--- src/alu_pkg.sv ---
/*
 * ALU package
 * Widths, operand types, operator encoding and the request and
 * response structures shared by the execution stage ALU.
 */
package alu_pkg;

    // --------------------------------------------------
    // Widths
    // --------------------------------------------------
    localparam int unsigned XLEN      = 32;
    localparam int unsigned LANE_W    = 8;
    localparam int unsigned NUM_LANES = XLEN / LANE_W;
    localparam int unsigned SHAMT_W   = 5;

    typedef logic [XLEN-1:0]    xlen_t;
    typedef logic [LANE_W-1:0]  lane_t;
    typedef logic [SHAMT_W-1:0] shamt_t;

    // --------------------------------------------------
    // Operators
    // --------------------------------------------------
    typedef enum logic [4:0] {
        OP_ADD, OP_SUB,
        OP_AND, OP_OR, OP_XOR,
        OP_SLL, OP_SRL, OP_SRA,
        OP_SLT, OP_SLTU,
        OP_EQ, OP_NE, OP_LT, OP_LTU, OP_GE, OP_GEU,
        // Polar lane operations
        OP_PL_ADDSAT, OP_PL_SUBSAT, OP_PL_F, OP_PL_R, OP_PL_DECODE, OP_PL_EVAL
    } alu_op_e;

    // Request as presented by the issuing stage
    typedef struct packed {
        alu_op_e op;
        xlen_t   operand_a;
        xlen_t   operand_b;
    } alu_req_t;

    typedef struct packed {
        xlen_t result;
        logic  branch_taken;
    } alu_rsp_t;

    // Handshake controller states
    typedef enum logic [1:0] {
        ST_IDLE,
        ST_EXEC,
        ST_ACK
    } ctrl_state_e;

endpackage

--- src/alu_adder.sv ---
/*
 * ALU adder
 * One carry-chain adder for add, subtract and equality, plus the
 * signed/unsigned less-than and branch condition resolution.
 */
module alu_adder (
    input  logic              clk_i,
    input  logic              rst_i,
    input  alu_pkg::alu_op_e  op_i,
    input  alu_pkg::xlen_t    operand_a_i,
    input  alu_pkg::xlen_t    operand_b_i,
    output alu_pkg::xlen_t    sum_o,
    output logic              less_o,
    output logic              branch_taken_o
);

    logic                    negate_b;
    logic                    signed_cmp;
    logic                    zero_flag;
    logic [alu_pkg::XLEN:0]  adder_in_a;
    logic [alu_pkg::XLEN:0]  adder_in_b;
    logic [alu_pkg::XLEN:0]  adder_ext;

    assign negate_b = (op_i == alu_pkg::OP_SUB) || (op_i == alu_pkg::OP_EQ) ||
                      (op_i == alu_pkg::OP_NE);

    // Carry-in rides in the extra low bit, so inverting b gives a - b
    assign adder_in_a = {operand_a_i, 1'b1};
    assign adder_in_b = {operand_b_i, 1'b0} ^ {(alu_pkg::XLEN + 1){negate_b}};
    assign adder_ext  = adder_in_a + adder_in_b;
    assign sum_o      = adder_ext[alu_pkg::XLEN:1];
    assign zero_flag  = ~|sum_o;

    // Sign extend only for the signed compares
    assign signed_cmp = (op_i == alu_pkg::OP_SLT) || (op_i == alu_pkg::OP_LT) ||
                        (op_i == alu_pkg::OP_GE);
    assign less_o = $signed({signed_cmp & operand_a_i[alu_pkg::XLEN-1], operand_a_i}) <
                    $signed({signed_cmp & operand_b_i[alu_pkg::XLEN-1], operand_b_i});

    always_comb begin
        case (op_i)
            alu_pkg::OP_EQ:                  branch_taken_o = zero_flag;
            alu_pkg::OP_NE:                  branch_taken_o = ~zero_flag;
            alu_pkg::OP_LT, alu_pkg::OP_LTU: branch_taken_o = less_o;
            alu_pkg::OP_GE, alu_pkg::OP_GEU: branch_taken_o = ~less_o;
            default:                         branch_taken_o = 1'b1;
        endcase
    end

    // Subtract result must add back to operand a
    sub_inverse_chk: assert property (@(posedge clk_i) disable iff (rst_i)
        (op_i == alu_pkg::OP_SUB) |-> ((sum_o + operand_b_i) == operand_a_i));

endmodule

--- src/alu_shifter.sv ---
/*
 * ALU shifter
 * SLL, SRL and SRA around a single arithmetic right shifter,
 * with left shifts done by reversing the operand and the result.
 */
module alu_shifter (
    input  logic              clk_i,
    input  logic              rst_i,
    input  alu_pkg::alu_op_e  op_i,
    input  alu_pkg::xlen_t    operand_a_i,
    input  alu_pkg::shamt_t   shamt_i,
    output alu_pkg::xlen_t    shift_result_o
);

    logic                    shift_left;
    logic                    shift_arith;
    alu_pkg::xlen_t          operand_a_rev;
    alu_pkg::xlen_t          shift_in;
    alu_pkg::xlen_t          left_result;
    logic [alu_pkg::XLEN:0]  shift_in_ext;
    logic [alu_pkg::XLEN:0]  right_result;

    assign shift_left  = (op_i == alu_pkg::OP_SLL);
    assign shift_arith = (op_i == alu_pkg::OP_SRA);

    for (genvar k = 0; k < alu_pkg::XLEN; k++) begin : gen_rev_in
        assign operand_a_rev[k] = operand_a_i[alu_pkg::XLEN-1-k];
    end

    assign shift_in = shift_left ? operand_a_rev : operand_a_i;

    // Top bit is the sign for SRA, zero otherwise
    assign shift_in_ext = {shift_arith & shift_in[alu_pkg::XLEN-1], shift_in};
    assign right_result = $unsigned($signed(shift_in_ext) >>> shamt_i);

    for (genvar k = 0; k < alu_pkg::XLEN; k++) begin : gen_rev_out
        assign left_result[k] = right_result[alu_pkg::XLEN-1-k];
    end

    assign shift_result_o = shift_left ? left_result : right_result[alu_pkg::XLEN-1:0];

    sra_sign_chk: assert property (@(posedge clk_i) disable iff (rst_i)
        (op_i == alu_pkg::OP_SRA) |->
        (shift_result_o[alu_pkg::XLEN-1] == operand_a_i[alu_pkg::XLEN-1]));

endmodule

--- src/polar_lanes.sv ---
/*
 * Polar lane unit
 * Signed 8-bit SIMD operations over the lanes of both operands,
 * with saturating add/subtract and the polar decoder primitives.
 */
module polar_lanes (
    input  logic              clk_i,
    input  logic              rst_i,
    input  alu_pkg::alu_op_e  op_i,
    input  alu_pkg::xlen_t    operand_a_i,
    input  alu_pkg::xlen_t    operand_b_i,
    output alu_pkg::xlen_t    polar_result_o
);

    localparam int unsigned LW = alu_pkg::LANE_W;

    // Saturation bounds symmetric around zero
    localparam alu_pkg::lane_t LANE_SAT_POS  = 8'h7F;
    localparam alu_pkg::lane_t LANE_SAT_NEG  = 8'h81;
    localparam alu_pkg::lane_t LANE_MOST_NEG = 8'h80;

    logic           b_low_one;
    logic           b_low_zero;
    alu_pkg::xlen_t addsat_v;
    alu_pkg::xlen_t subsat_v;
    alu_pkg::xlen_t f_v;
    alu_pkg::xlen_t r_v;
    alu_pkg::xlen_t decode_v;
    alu_pkg::xlen_t eval_v;

    // Control byte shared by R and DECODE
    assign b_low_one  = (operand_b_i[LW-1:0] == alu_pkg::lane_t'(1));
    assign b_low_zero = (operand_b_i[LW-1:0] == '0);

    for (genvar i = 0; i < alu_pkg::NUM_LANES; i++) begin : gen_lane
        alu_pkg::lane_t  a_l;
        alu_pkg::lane_t  b_l;
        alu_pkg::lane_t  abs_a;
        alu_pkg::lane_t  abs_b;
        alu_pkg::lane_t  mag;
        logic [LW:0]     sum9;
        logic [LW:0]     diff9;
        logic            sign_diff;

        assign a_l = operand_a_i[i*LW +: LW];
        assign b_l = operand_b_i[i*LW +: LW];

        // --------------------------------------------------
        // Saturating add and subtract
        // --------------------------------------------------
        assign sum9  = {a_l[LW-1], a_l} + {b_l[LW-1], b_l};
        assign diff9 = {a_l[LW-1], a_l} - {b_l[LW-1], b_l};

        assign addsat_v[i*LW +: LW] =
            ($signed(sum9) > $signed({1'b0, LANE_SAT_POS})) ? LANE_SAT_POS :
            ($signed(sum9) < $signed({1'b1, LANE_SAT_NEG})) ? LANE_SAT_NEG :
            sum9[LW-1:0];
        assign subsat_v[i*LW +: LW] =
            ($signed(diff9) > $signed({1'b0, LANE_SAT_POS})) ? LANE_SAT_POS :
            ($signed(diff9) < $signed({1'b1, LANE_SAT_NEG})) ? LANE_SAT_NEG :
            diff9[LW-1:0];

        // --------------------------------------------------
        // F takes the min magnitude with the product sign
        // --------------------------------------------------
        // -128 keeps magnitude 0x80, which compares as 128 unsigned
        assign abs_a     = a_l[LW-1] ? -a_l : a_l;
        assign abs_b     = b_l[LW-1] ? -b_l : b_l;
        assign sign_diff = a_l[LW-1] ^ b_l[LW-1];
        assign mag       = (abs_a > abs_b) ? abs_b : abs_a;

        assign f_v[i*LW +: LW]      = sign_diff ? -mag : mag;
        assign r_v[i*LW +: LW]      = (!b_low_one && a_l[LW-1]) ? alu_pkg::lane_t'(1) : '0;
        assign decode_v[i*LW +: LW] = b_low_zero ? a_l : '0;
        assign eval_v[i*LW +: LW]   = (a_l == alu_pkg::lane_t'(1)) ? '1 : '0;

        addsat_range_chk: assert property (@(posedge clk_i) disable iff (rst_i)
            (op_i == alu_pkg::OP_PL_ADDSAT) |->
            (polar_result_o[i*LW +: LW] != LANE_MOST_NEG));
    end

    always_comb begin
        case (op_i)
            alu_pkg::OP_PL_ADDSAT: polar_result_o = addsat_v;
            alu_pkg::OP_PL_SUBSAT: polar_result_o = subsat_v;
            alu_pkg::OP_PL_F:      polar_result_o = f_v;
            alu_pkg::OP_PL_R:      polar_result_o = r_v;
            alu_pkg::OP_PL_DECODE: polar_result_o = decode_v;
            alu_pkg::OP_PL_EVAL:   polar_result_o = eval_v;
            default:               polar_result_o = '0;
        endcase
    end

endmodule

--- src/alu_issue_ctrl.sv ---
/*
 * ALU issue controller
 * Four-phase req/ack FSM, operand capture, final result selection
 * with the bitwise logic operations, and the response register.
 */
module alu_issue_ctrl (
    input  logic              clk_i,
    input  logic              rst_i,
    input  logic              req_i,
    input  alu_pkg::alu_req_t req_data_i,
    output logic              ack_o,
    output alu_pkg::alu_rsp_t rsp_o,
    output alu_pkg::alu_req_t op_q_o,
    input  alu_pkg::xlen_t    sum_i,
    input  logic              less_i,
    input  logic              branch_taken_i,
    input  alu_pkg::xlen_t    shift_result_i,
    input  alu_pkg::xlen_t    polar_result_i
);

    alu_pkg::ctrl_state_e state_q;
    alu_pkg::alu_req_t    op_q;
    alu_pkg::alu_rsp_t    rsp_q;
    alu_pkg::alu_rsp_t    rsp_d;
    alu_pkg::xlen_t       result_d;

    // --------------------------------------------------
    // Handshake FSM
    // --------------------------------------------------
    always_ff @(posedge clk_i) begin
        if (rst_i) begin
            state_q <= alu_pkg::ST_IDLE;
            rsp_q   <= '0;
        end else begin
            case (state_q)
                alu_pkg::ST_IDLE: begin
                    if (req_i) begin
                        state_q <= alu_pkg::ST_EXEC;
                    end
                end
                alu_pkg::ST_EXEC: begin
                    // Units settle from op_q within this cycle
                    state_q <= alu_pkg::ST_ACK;
                    rsp_q   <= rsp_d;
                end
                alu_pkg::ST_ACK: begin
                    if (!req_i) begin
                        state_q <= alu_pkg::ST_IDLE;
                    end
                end
                default: state_q <= alu_pkg::ST_IDLE;
            endcase
        end
    end

    // Operand capture on acceptance
    always_ff @(posedge clk_i) begin
        if ((state_q == alu_pkg::ST_IDLE) && req_i) begin
            op_q <= req_data_i;
        end
    end

    // --------------------------------------------------
    // Result mux
    // --------------------------------------------------
    always_comb begin
        case (op_q.op)
            alu_pkg::OP_ADD, alu_pkg::OP_SUB: result_d = sum_i;
            alu_pkg::OP_AND: result_d = op_q.operand_a & op_q.operand_b;
            alu_pkg::OP_OR:  result_d = op_q.operand_a | op_q.operand_b;
            alu_pkg::OP_XOR: result_d = op_q.operand_a ^ op_q.operand_b;
            alu_pkg::OP_SLL, alu_pkg::OP_SRL, alu_pkg::OP_SRA: result_d = shift_result_i;
            alu_pkg::OP_SLT, alu_pkg::OP_SLTU: result_d = {{(alu_pkg::XLEN-1){1'b0}}, less_i};
            alu_pkg::OP_PL_ADDSAT, alu_pkg::OP_PL_SUBSAT, alu_pkg::OP_PL_F,
            alu_pkg::OP_PL_R, alu_pkg::OP_PL_DECODE, alu_pkg::OP_PL_EVAL:
                result_d = polar_result_i;
            // Branches report only the taken bit
            default: result_d = '0;
        endcase
    end

    always_comb begin
        rsp_d.result       = result_d;
        rsp_d.branch_taken = branch_taken_i;
    end

    assign ack_o  = (state_q == alu_pkg::ST_ACK);
    assign rsp_o  = rsp_q;
    assign op_q_o = op_q;

    // Ack only ever answers a pending request
    ack_after_req_chk: assert property (@(posedge clk_i) disable iff (rst_i)
        $rose(ack_o) |-> $past(req_i));

    rsp_hold_chk: assert property (@(posedge clk_i) disable iff (rst_i)
        (ack_o && $past(ack_o)) |-> $stable(rsp_o));

endmodule

--- src/alu_top.sv ---
/*
 * ALU top level
 * Handshake controller and the adder, shifter and polar lane units.
 */
module alu_top (
    input  logic              clk_i,
    input  logic              rst_i,
    input  logic              req_i,
    input  alu_pkg::alu_req_t req_data_i,
    output logic              ack_o,
    output alu_pkg::alu_rsp_t rsp_o
);

    alu_pkg::alu_req_t op_q;
    alu_pkg::xlen_t    sum;
    logic              less;
    logic              branch_taken;
    alu_pkg::xlen_t    shift_result;
    alu_pkg::xlen_t    polar_result;

    alu_issue_ctrl u_ctrl (
        .clk_i          (clk_i),
        .rst_i          (rst_i),
        .req_i          (req_i),
        .req_data_i     (req_data_i),
        .ack_o          (ack_o),
        .rsp_o          (rsp_o),
        .op_q_o         (op_q),
        .sum_i          (sum),
        .less_i         (less),
        .branch_taken_i (branch_taken),
        .shift_result_i (shift_result),
        .polar_result_i (polar_result)
    );

    alu_adder u_adder (
        .clk_i          (clk_i),
        .rst_i          (rst_i),
        .op_i           (op_q.op),
        .operand_a_i    (op_q.operand_a),
        .operand_b_i    (op_q.operand_b),
        .sum_o          (sum),
        .less_o         (less),
        .branch_taken_o (branch_taken)
    );

    // Shift amount is the low bits of operand b
    alu_shifter u_shifter (
        .clk_i          (clk_i),
        .rst_i          (rst_i),
        .op_i           (op_q.op),
        .operand_a_i    (op_q.operand_a),
        .shamt_i        (op_q.operand_b[alu_pkg::SHAMT_W-1:0]),
        .shift_result_o (shift_result)
    );

    polar_lanes u_polar (
        .clk_i          (clk_i),
        .rst_i          (rst_i),
        .op_i           (op_q.op),
        .operand_a_i    (op_q.operand_a),
        .operand_b_i    (op_q.operand_b),
        .polar_result_o (polar_result)
    );

endmodule

--- config.mk ---
export PLATFORM = sky130hd
export DESIGN_NAME = alu_top
export DESIGN_NICKNAME = d
export VERILOG_FILES = /design/src/alu_pkg.sv /design/src/alu_adder.sv /design/src/alu_shifter.sv /design/src/polar_lanes.sv /design/src/alu_issue_ctrl.sv /design/src/alu_top.sv
export SDC_FILE = /design/constraint.sdc
export NUM_CORES = 1
export LEC_CHECK = 0
export ABC_AREA = 1
export BUFFER_PORTS_ARGS = -buffer_cell sky130_fd_sc_hd__buf_4
export CORE_MARGIN = 2
export CORE_UTILIZATION = 45
export DETAILED_ROUTE_END_ITERATION = 6
export MAX_ROUTING_LAYER = met4
export SYNTH_ARGS = -nofsm -noshare
export SYNTH_HDL_FRONTEND = slang
export SYNTH_SLANG_ARGS = --single-unit
--- constraint.sdc ---
create_clock -name clk_i -period 8.4 [get_ports clk_i]
set_clock_uncertainty 0.1 [all_clocks]
set_input_delay 1.26 -clock clk_i [delete_from_list [all_inputs] [get_ports clk_i]]
set_output_delay 1.26 -clock clk_i [all_outputs]
set_load 0.01 [all_outputs]
==> results of run 1 <==
[cell families (layout without fill, tap and decap cells)]
kind of cell,Yosys count,in the layout,share of synthesized area
AO/OA/AOI/OAI,575,575,0.1942
flip-flops,104,104,0.1621
AND/OR/NAND/NOR,1302,1302,0.3390
other,0,1,0
adder cells (fa/ha/maj),180,180,0.1351
buffers and inverters,419,462,0.09858
XOR/XNOR,128,128,0.06553
multiplexers,9,9,0.005485
[state kept, by name (all words and copies together) (netlist names)]
signal and count:
u_ctrl.op_q_o 69, u_ctrl.state_q 2, u_ctrl.rsp_o 33
[worst max path at each step]
| stage | start | endpoint | slack (ps) |
|---|---|---|---|
| final | u_ctrl.op_q_o[65]$_DFFE_PP_ | u_ctrl.rsp_o[0]$_SDFFE_PP0N_ | 3220 |
| after global routing | u_ctrl.op_q_o[65]$_DFFE_PP_ | u_ctrl.rsp_o[0]$_SDFFE_PP0N_ | 2930 |
| after detailed placement | u_ctrl.op_q_o[65]$_DFFE_PP_ | u_ctrl.rsp_o[0]$_SDFFE_PP0N_ | 3420 |
| after floorplan | req_i | u_ctrl.op_q_o[0]$_DFFE_PP_ | 1740 |
| after CTS | u_ctrl.op_q_o[65]$_DFFE_PP_ | u_ctrl.rsp_o[0]$_SDFFE_PP0N_ | 3390 |
| after global placement | u_ctrl.op_q_o[65]$_DFFE_PP_ | u_ctrl.rsp_o[0]$_SDFFE_PP0N_ | 3420 |
[worst reg2reg max path, stage by stage, from the launching register on]
cell	delay [ps]
edfxtp_1	370
buf_4	260
inv_2	180
nand2_2	80
nor2_4	420
nand2_2	110
nand2_2	820
xor2_1	170
ha_1	420
a21oi_1	180
inv_1	80
a21oi_1	260
o21ai_0	160
a21oi_1	140
nand2_1	120
a21oi_1	240
xor2_1	310
nand3_1	120
nor2_1	160
nand3_1	90
nand2_1	80
nand3_1	90
nand2_1	70
inv_1	40
[power by group through the flow]
stage          Clock [mW]  Sequential [mW]  Combinational (mW)
6_report            0.469            0.653                1.46
5_1_grt             0.496            0.654                1.60
4_1_cts             0.478            0.649                1.42
3_5_place_dp            0            0.661                1.41
3_3_place_gp            0            0.661                1.40
2_1_floorplan           0            0.633                1.04
[layout by cell type, fill, tap and decap left out, types with 6 or more instances in the layout]
cell type	count
inv_2	34
nor2_2	14
inv_1	280
nor3_1	36
o31ai_1	7
o21ai_0	114
xnor2_1	13
nor2_4	8
or2_2	13
nand3_1	218
clkinv_1	9
edfxtp_1	69
clkbuf_16	9
nand4_1	35
fa_1	8
dfxtp_1	35
o211ai_1	17
or2_1	7
a221oi_1	12
o21ai_1	98
nand2_1	691
a22oi_1	6
nor4_1	13
nand2_2	43
mux2i_1	8
o21ai_2	31
o21bai_1	10
buf_4	122
a31oi_1	21
ha_1	172
xor2_1	115
nor2_1	182
a21oi_1	205
nand3_2	9
nand3b_1	14
o22ai_1	20
[layout make-up]
cell class	count	area [µm²]
timing repair buffer	122	915.9
clock buffer	11	232.7
sequential	104	2773
inverter	324	1219
clock inverter	5	65.06
multi-input combinational	2194	12690
fill	4004	19040
antenna	1	2.502
tap	511	639.4
[per-layer routing]
layer | routed length (µm) | vias to the layer above | track usage
met2 | 30690 | 996 | 0.5548
li1 | - | 9181 | -
met4 | 3439 | 0 | 0.1592
met5 | 0 | - | -
met3 | 7082 | 179 | 0.06968
met1 | 32300 | 8925 | 0.5129
[cells in the mapped netlist, types with 12 or more instances]
master	instances
edfxtp_1	69
nand3_1	218
nor2_1	187
clkbuf_1	36
o21ai_2	31
buf_1	12
a31oi_1	21
inv_1	280
o22ai_1	20
o21ai_0	114
nand2_1	691
xnor2_1	13
nor4_1	13
a21oi_1	205
ha_1	172
dfxtp_1	35
xor2_1	115
buf_2	35
o211ai_1	17
or2_2	13
nor3_1	39
inv_2	34
a221oi_1	12
o21ai_1	98
nand3b_1	14
nand2_2	43
nand4_1	35
[per-stage QoR]
step           hold WS (ps)  std cells  utilization
6_report              365.8       3272       0.4933
2_1_floorplan         343.6       2717            -
4_1_cts               368.0       3271       0.4932
3_5_place_dp          356.8       3255       0.4853
3_3_place_gp          352.8       3255       0.4853
5_1_grt               387.8       3272       0.4933
==> results.py, run 1 <==
metrics = {
    "power_and_ir_drop": {
        "switching_share": 0.5042,
        "ir_worst_vdd_mv": 0.1297,
        "combPwrFrac": 0.565,
        "power_frac_clock": 0.182,
        "p_per_area_mw_per_mm2": 139.2,
        "leakagePower_nw": 8.952,
        "power_mw": 2.580,
        "p_int_mw": 1.279,
        "switching_power_mw": 1.301,
        "seqPwrFrac": 0.253,
    },
    "timing": {
        "tightest_slew_ps": 1102,
        "fmax_ghz": 0.1930,
        "tns_ps": 0,
        "rsz0062_at_grt": "false",
        "slew_headroom": 0.2625,
        "drv_slew": 0,
        "fin_crit_sh": 0.6168,
        "setup_slack_ps": 3219,
        "hold_viol": 0,
        "setup_viol": 0,
        "timing.final.crit_period_ps": 5181,
    },
    "setup_path": {
        "timing.reg2reg.setup_slack_ps": 3220,
        "slowest_stage": "nand2_2",
        "ff2ff_path_depth": 23,
        "cp_num_cells": 23,
        "crit_chain": "buf_4, inv_2, nand2_2, nor2_4, nand2_2, nand2_2, xor2_1, ha_1, a21oi_1, inv_1, a21oi_1, o21ai_0, a21oi_1, nand2_1, a21oi_1, xor2_1, nand3_1, nor2_1, nand3_1, nand2_1, nand3_1, nand2_1, inv_1",
        "crit_type": "reg2reg",
        "cp.required_ps": 8590,
        "max_stage_delay_ps": 820,
        "path_buf_inv": 4,
        "cp_max_fo": 34,
        "crit_top_cell": "a21oi_1",
        "worstSetupStartpointType": "flip-flop",
        "timing.rr.start": "u_ctrl.op_q_o[65]$_DFFE_PP_",
        "r2r-end": "u_ctrl.rsp_o[0]$_SDFFE_PP0N_",
        "cp_top_family": "simple AND/OR/NAND/NOR gates",
        "cp-end-kind": "flip-flop",
        "cp.arrival_ps": 5370,
    },
    "yosys": {
        "netlist_instances": 2717,
        "yosys_most_used_dff": "edfxtp_1",
        "synth_area_mm2": 0.01711,
        "synth-seq-area-share": 0.1621,
        "synth-seq-cells": 104,
        "yosys.area.top_type": "nand2_1",
        "yosysWarnings": 0,
        "synth_edf_count": 69,
        "synth_top_area_share": 0.1516,
        "async_flop_share": 0,
        "synth_area_per_cell_um2": 6.297,
        "synth_area_leaders": "nand2_1 (15%), ha_1 (13%), edfxtp_1 (12%)",
        "synthDistinctLibCells": 66,
        "syn-num-nets": 2969,
    },
    "layout": {
        "synthToLayoutAreaGrowth_pct": 8.337,
        "final_nets": 3007,
        "design_area_mm2": 0.01854,
        "final_layout_size_suffix_gt1_frac": 0.1116,
    },
    "clock_tree": {
        "cts_setup_buffers": 0,
        "numCtsBuffers": 9,
        "cts_hold_buf": 0,
        "root_buffer": "clkbuf_16",
        "cts_max_path_buffers": 2,
        "cts-resized-gates": 0,
        "clock_latency_ps": 400,
        "cts_max_level": 3,
        "clkTransAtPathRegs_ps": 90,
        "tritoncts": "yes",
        "cts.sinks": 104,
    },
    "placed_design": {
        "pre_cts_slack_ps": 3417,
        "place_congestion": 1.064,
        "portBuffers": 105,
        "placed_cell_area_mm2": 0.01824,
        "hpwl_um": 57980,
    },
    "job": {
        "max_cap_viol_count": 0,
    },
    "global_route": {
        "first_global_vias": 17690,
        "antenna_found_initial": 1,
        "gr-total-overflow": 0,
        "grt_usage": 0.3798,
        "grt_max_degree": 73,
        "grt_first_pass_wirelength_um": 108400,
    },
    "status": {
        "status": "completed",
    },
    "routing": {
        "via_per_inst": 5.893,
        "routed_wl_um": 73520,
        "detail_route.wl_per_cell_um": 22.47,
        "vias": 19280,
        "dr.pass1.iters": 6,
        "initialDrtViolationCount": 2129,
        "ant_nets": 0,
        "drcViolationCount": 0,
    },
    "worst_hold_path": {
        "hold_depth": 2,
        "holdCritStartpoint": "u_ctrl.rsp_o[21]$_SDFFE_PP0N_",
        "hp-class": "reg2reg",
        "min_to": "u_ctrl.rsp_o[21]$_SDFFE_PP0N_",
    },
    "floorplan": {
        "die-height_um": 199.0,
        "ios": 106,
        "dieArea_mm2": 0.03960,
        "start_util": 0.4553,
        "coreArea_mm2": 0.03758,
        "placementRows": 71,
        "die_w_um": 199.0,
    },
}
No activity file was read; power rests on OpenSTA's default activity.
==> run 2, diff against run 1 <==
Clock period 8.4 ns to 4.8 ns, I/O delays scaled along.
==> run 2 against run 1 <==
Against the previous run: the flow now finishes with violations (design-rule violations); die area stayed put; sequential share of layout area shrank 0.24 points; hold slack better by 2.4 ps; clock-buffer cell count is 2 lower; largest cell class unchanged.
==> results.py, run 2 (synthesized netlist as in run 1, its figures left out) <==
metrics = {
    "layout": {
        "largest_reg_flops": 69,
        "final_layout_size_suffix_gt1_frac": 0.1234,
        "final_common_cell": "nand2_1",
        "post_layout_nonfiller_instances": 3308,
        "synthToLayoutAreaGrowth_pct": 10.12,
        "fin_util": 0.5014,
        "final_cell_mix": "nand2_1 (691), inv_1 (280), nand3_1 (218)",
        "final_nets": 3043,
        "nFillCells": 3981,
    },
    "timing": {
        "drv_slew": 0,
        "hold_viol": 0,
        "rsz0062_at_grt": "false",
        "setup_viol": 0,
        "fmax_ghz": 0.2272,
        "slew_headroom": 0.2556,
        "fin_crit_sh": 0.9171,
        "tightest_slew_ps": 1115,
        "tns_ps": 0,
        "timing.final.crit_period_ps": 4402,
    },
    "setup_path": {
        "cp_max_fo": 13,
        "critPathLaunch": "u_ctrl.op_q_o[55]$_DFFE_PP_",
        "slowest_stage": "edfxtp_1",
        "crit_type": "reg2reg",
        "crit_chain": "clkinvlp_4, or2_2, xor2_1, ha_1, a21oi_1, o21ai_0, nand4_1, nand3_2, nand2_2, nand2_1, nand2_1, nand2_1, nor2_2, o21ai_0, nand3_1, nand2_1, o21ai_1, a21oi_1",
        "ff2ff_path_depth": 18,
        "cp.arrival_ps": 4580,
        "crit_top_cell": "nand2_1",
        "cp.required_ps": 4980,
        "worstSetupStartpointType": "flip-flop",
        "r2r-end": "u_ctrl.rsp_o[20]$_SDFFE_PP0N_",
        "crit_path_end": "u_ctrl.rsp_o[20]$_SDFFE_PP0N_",
        "cp-end-kind": "flip-flop",
        "timing.reg2reg.setup_slack_ps": 400,
        "max_stage_delay_ps": 720,
        "timing.rr.start": "u_ctrl.op_q_o[55]$_DFFE_PP_",
    },
    "power_and_ir_drop": {
        "p_per_area_mw_per_mm2": 242.3,
        "ir_worst_vdd_mv": 0.2526,
        "leakagePower_nw": 9.147,
    },
    "floorplan": {
        "start_util": 0.4553,
        "die_w_um": 199.0,
        "dieArea_mm2": 0.03960,
        "coreArea_mm2": 0.03758,
        "placementRows": 71,
        "ios": 106,
        "die-height_um": 199.0,
    },
    "clock_tree": {
        "root_buffer": "clkbuf_16",
        "clock_latency_ps": 410,
        "cts.sinks": 104,
        "cts_hold_buf": 0,
        "cts_max_level": 3,
        "cts_setup_buffers": 0,
        "cts_max_path_buffers": 2,
        "clkTransAtPathRegs_ps": 80,
        "numCtsBuffers": 9,
        "tritoncts": "yes",
    },
    "routing": {
        "routed_wl_um": 74180,
        "drcViolationCount": 4,
        "via_per_inst": 5.928,
        "detail_route.wl_per_cell_um": 22.42,
        "dr.pass1.iters": 7,
        "vias": 19610,
        "ant_nets": 0,
        "initialDrtViolationCount": 2704,
    },
    "placed_design": {
        "hpwl_um": 59950,
        "portBuffers": 105,
        "dp_cells": 3291,
        "place_congestion": 1.088,
    },
    "global_route": {
        "first_global_vias": 17880,
        "grt_usage": 0.3875,
        "grt_first_pass_wirelength_um": 110600,
        "antenna_found_initial": 1,
        "gr-total-overflow": 0,
        "grt_max_degree": 70,
    },
    "worst_hold_path": {
        "hp-class": "reg2reg",
    },
    "status": {
        "status": "finished, violations left",
        "violations": "design-rule violations",
    },
    "job": {
        "max_cap_viol_count": 0,
    },
}
[run 2: report_power, final]
part           switching [mW]  leakage [nW]  internal [mW]
combinational            1.77          8.05          0.832
clock                   0.419         0.157          0.420
sequential              0.102         0.944           1.02
total                    2.29          9.15           2.27
[run 2: per-layer routing]
layer / global-route usage / up-vias / share of wire
li1: - / 9252 / -
met1: 0.5174 / 9002 / 0.43
met2: 0.5697 / 1167 / 0.42
met3: 0.08206 / 190 / 0.10
met4: 0.1526 / 0 / 0.043
met5: - / - / 0
[run 2: layout make-up]
class	instances	area, µm²	share of cell area
multi-input cells	2194	12680	0.6733
flip-flops and latches	104	2773	0.1472
inverters	324	1222	0.06488
repair buffers	158	1199	0.06362
well taps	511	639.4	0.03394
clock buffers	9	225.2	0.01195
clock inverters	7	95.09	0.005047
diodes	1	2.502	0.0001328
[run 2: metrics by stage]
step	total power [mW]	worst slack (ps)	area, µm²	hold WS (ps)
6_report	4.565	397.9	18840	368.3
5_1_grt	4.878	1.184	18840	362.7
4_1_cts	4.509	412.3	18830	356.4
3_5_place_dp	3.660	456.2	18510	357.6
3_3_place_gp	3.640	442.7	18510	353.5
2_1_floorplan	2.931	815.3	17110	364.2
[run 2: timing repair]
action	CTS	global route
setup endpoints to repair	0	3
gates resized for setup	0	1
hold endpoints to repair	0	0
[run 2: worst min path at each step]
stage | startpoint | to | slack (ps) | depth (start not counted)
detailed placement | u_ctrl.rsp_o[28]$_SDFFE_PP0N_ | u_ctrl.rsp_o[28]$_SDFFE_PP0N_ | 360 | 2
global placement | u_ctrl.rsp_o[31]$_SDFFE_PP0N_ | u_ctrl.rsp_o[31]$_SDFFE_PP0N_ | 350 | 2
floorplan | u_ctrl.state_q[0]$_SDFFE_PP0P_ | u_ctrl.state_q[0]$_SDFFE_PP0P_ | 360 | 1
finish | u_ctrl.rsp_o[28]$_SDFFE_PP0N_ | u_ctrl.rsp_o[28]$_SDFFE_PP0N_ | 370 | 2
global route | req_data_i[46] | u_ctrl.op_q_o[46]$_DFFE_PP_ | 360 | 1
CTS | req_data_i[8] | u_ctrl.op_q_o[8]$_DFFE_PP_ | 360 | 1
[run 2: critical path: cells and delay by family, from the launching register on]
| kind | cells | cell delay [ps] |
|---|---|---|
| flops | 1 | 720 |
| buf+inv | 1 | 410 |
| fa+ha+maj | 1 | 300 |
| xor+xnor | 1 | 270 |
| compound gates | 5 | 810 |
| simple gates | 10 | 1670 |
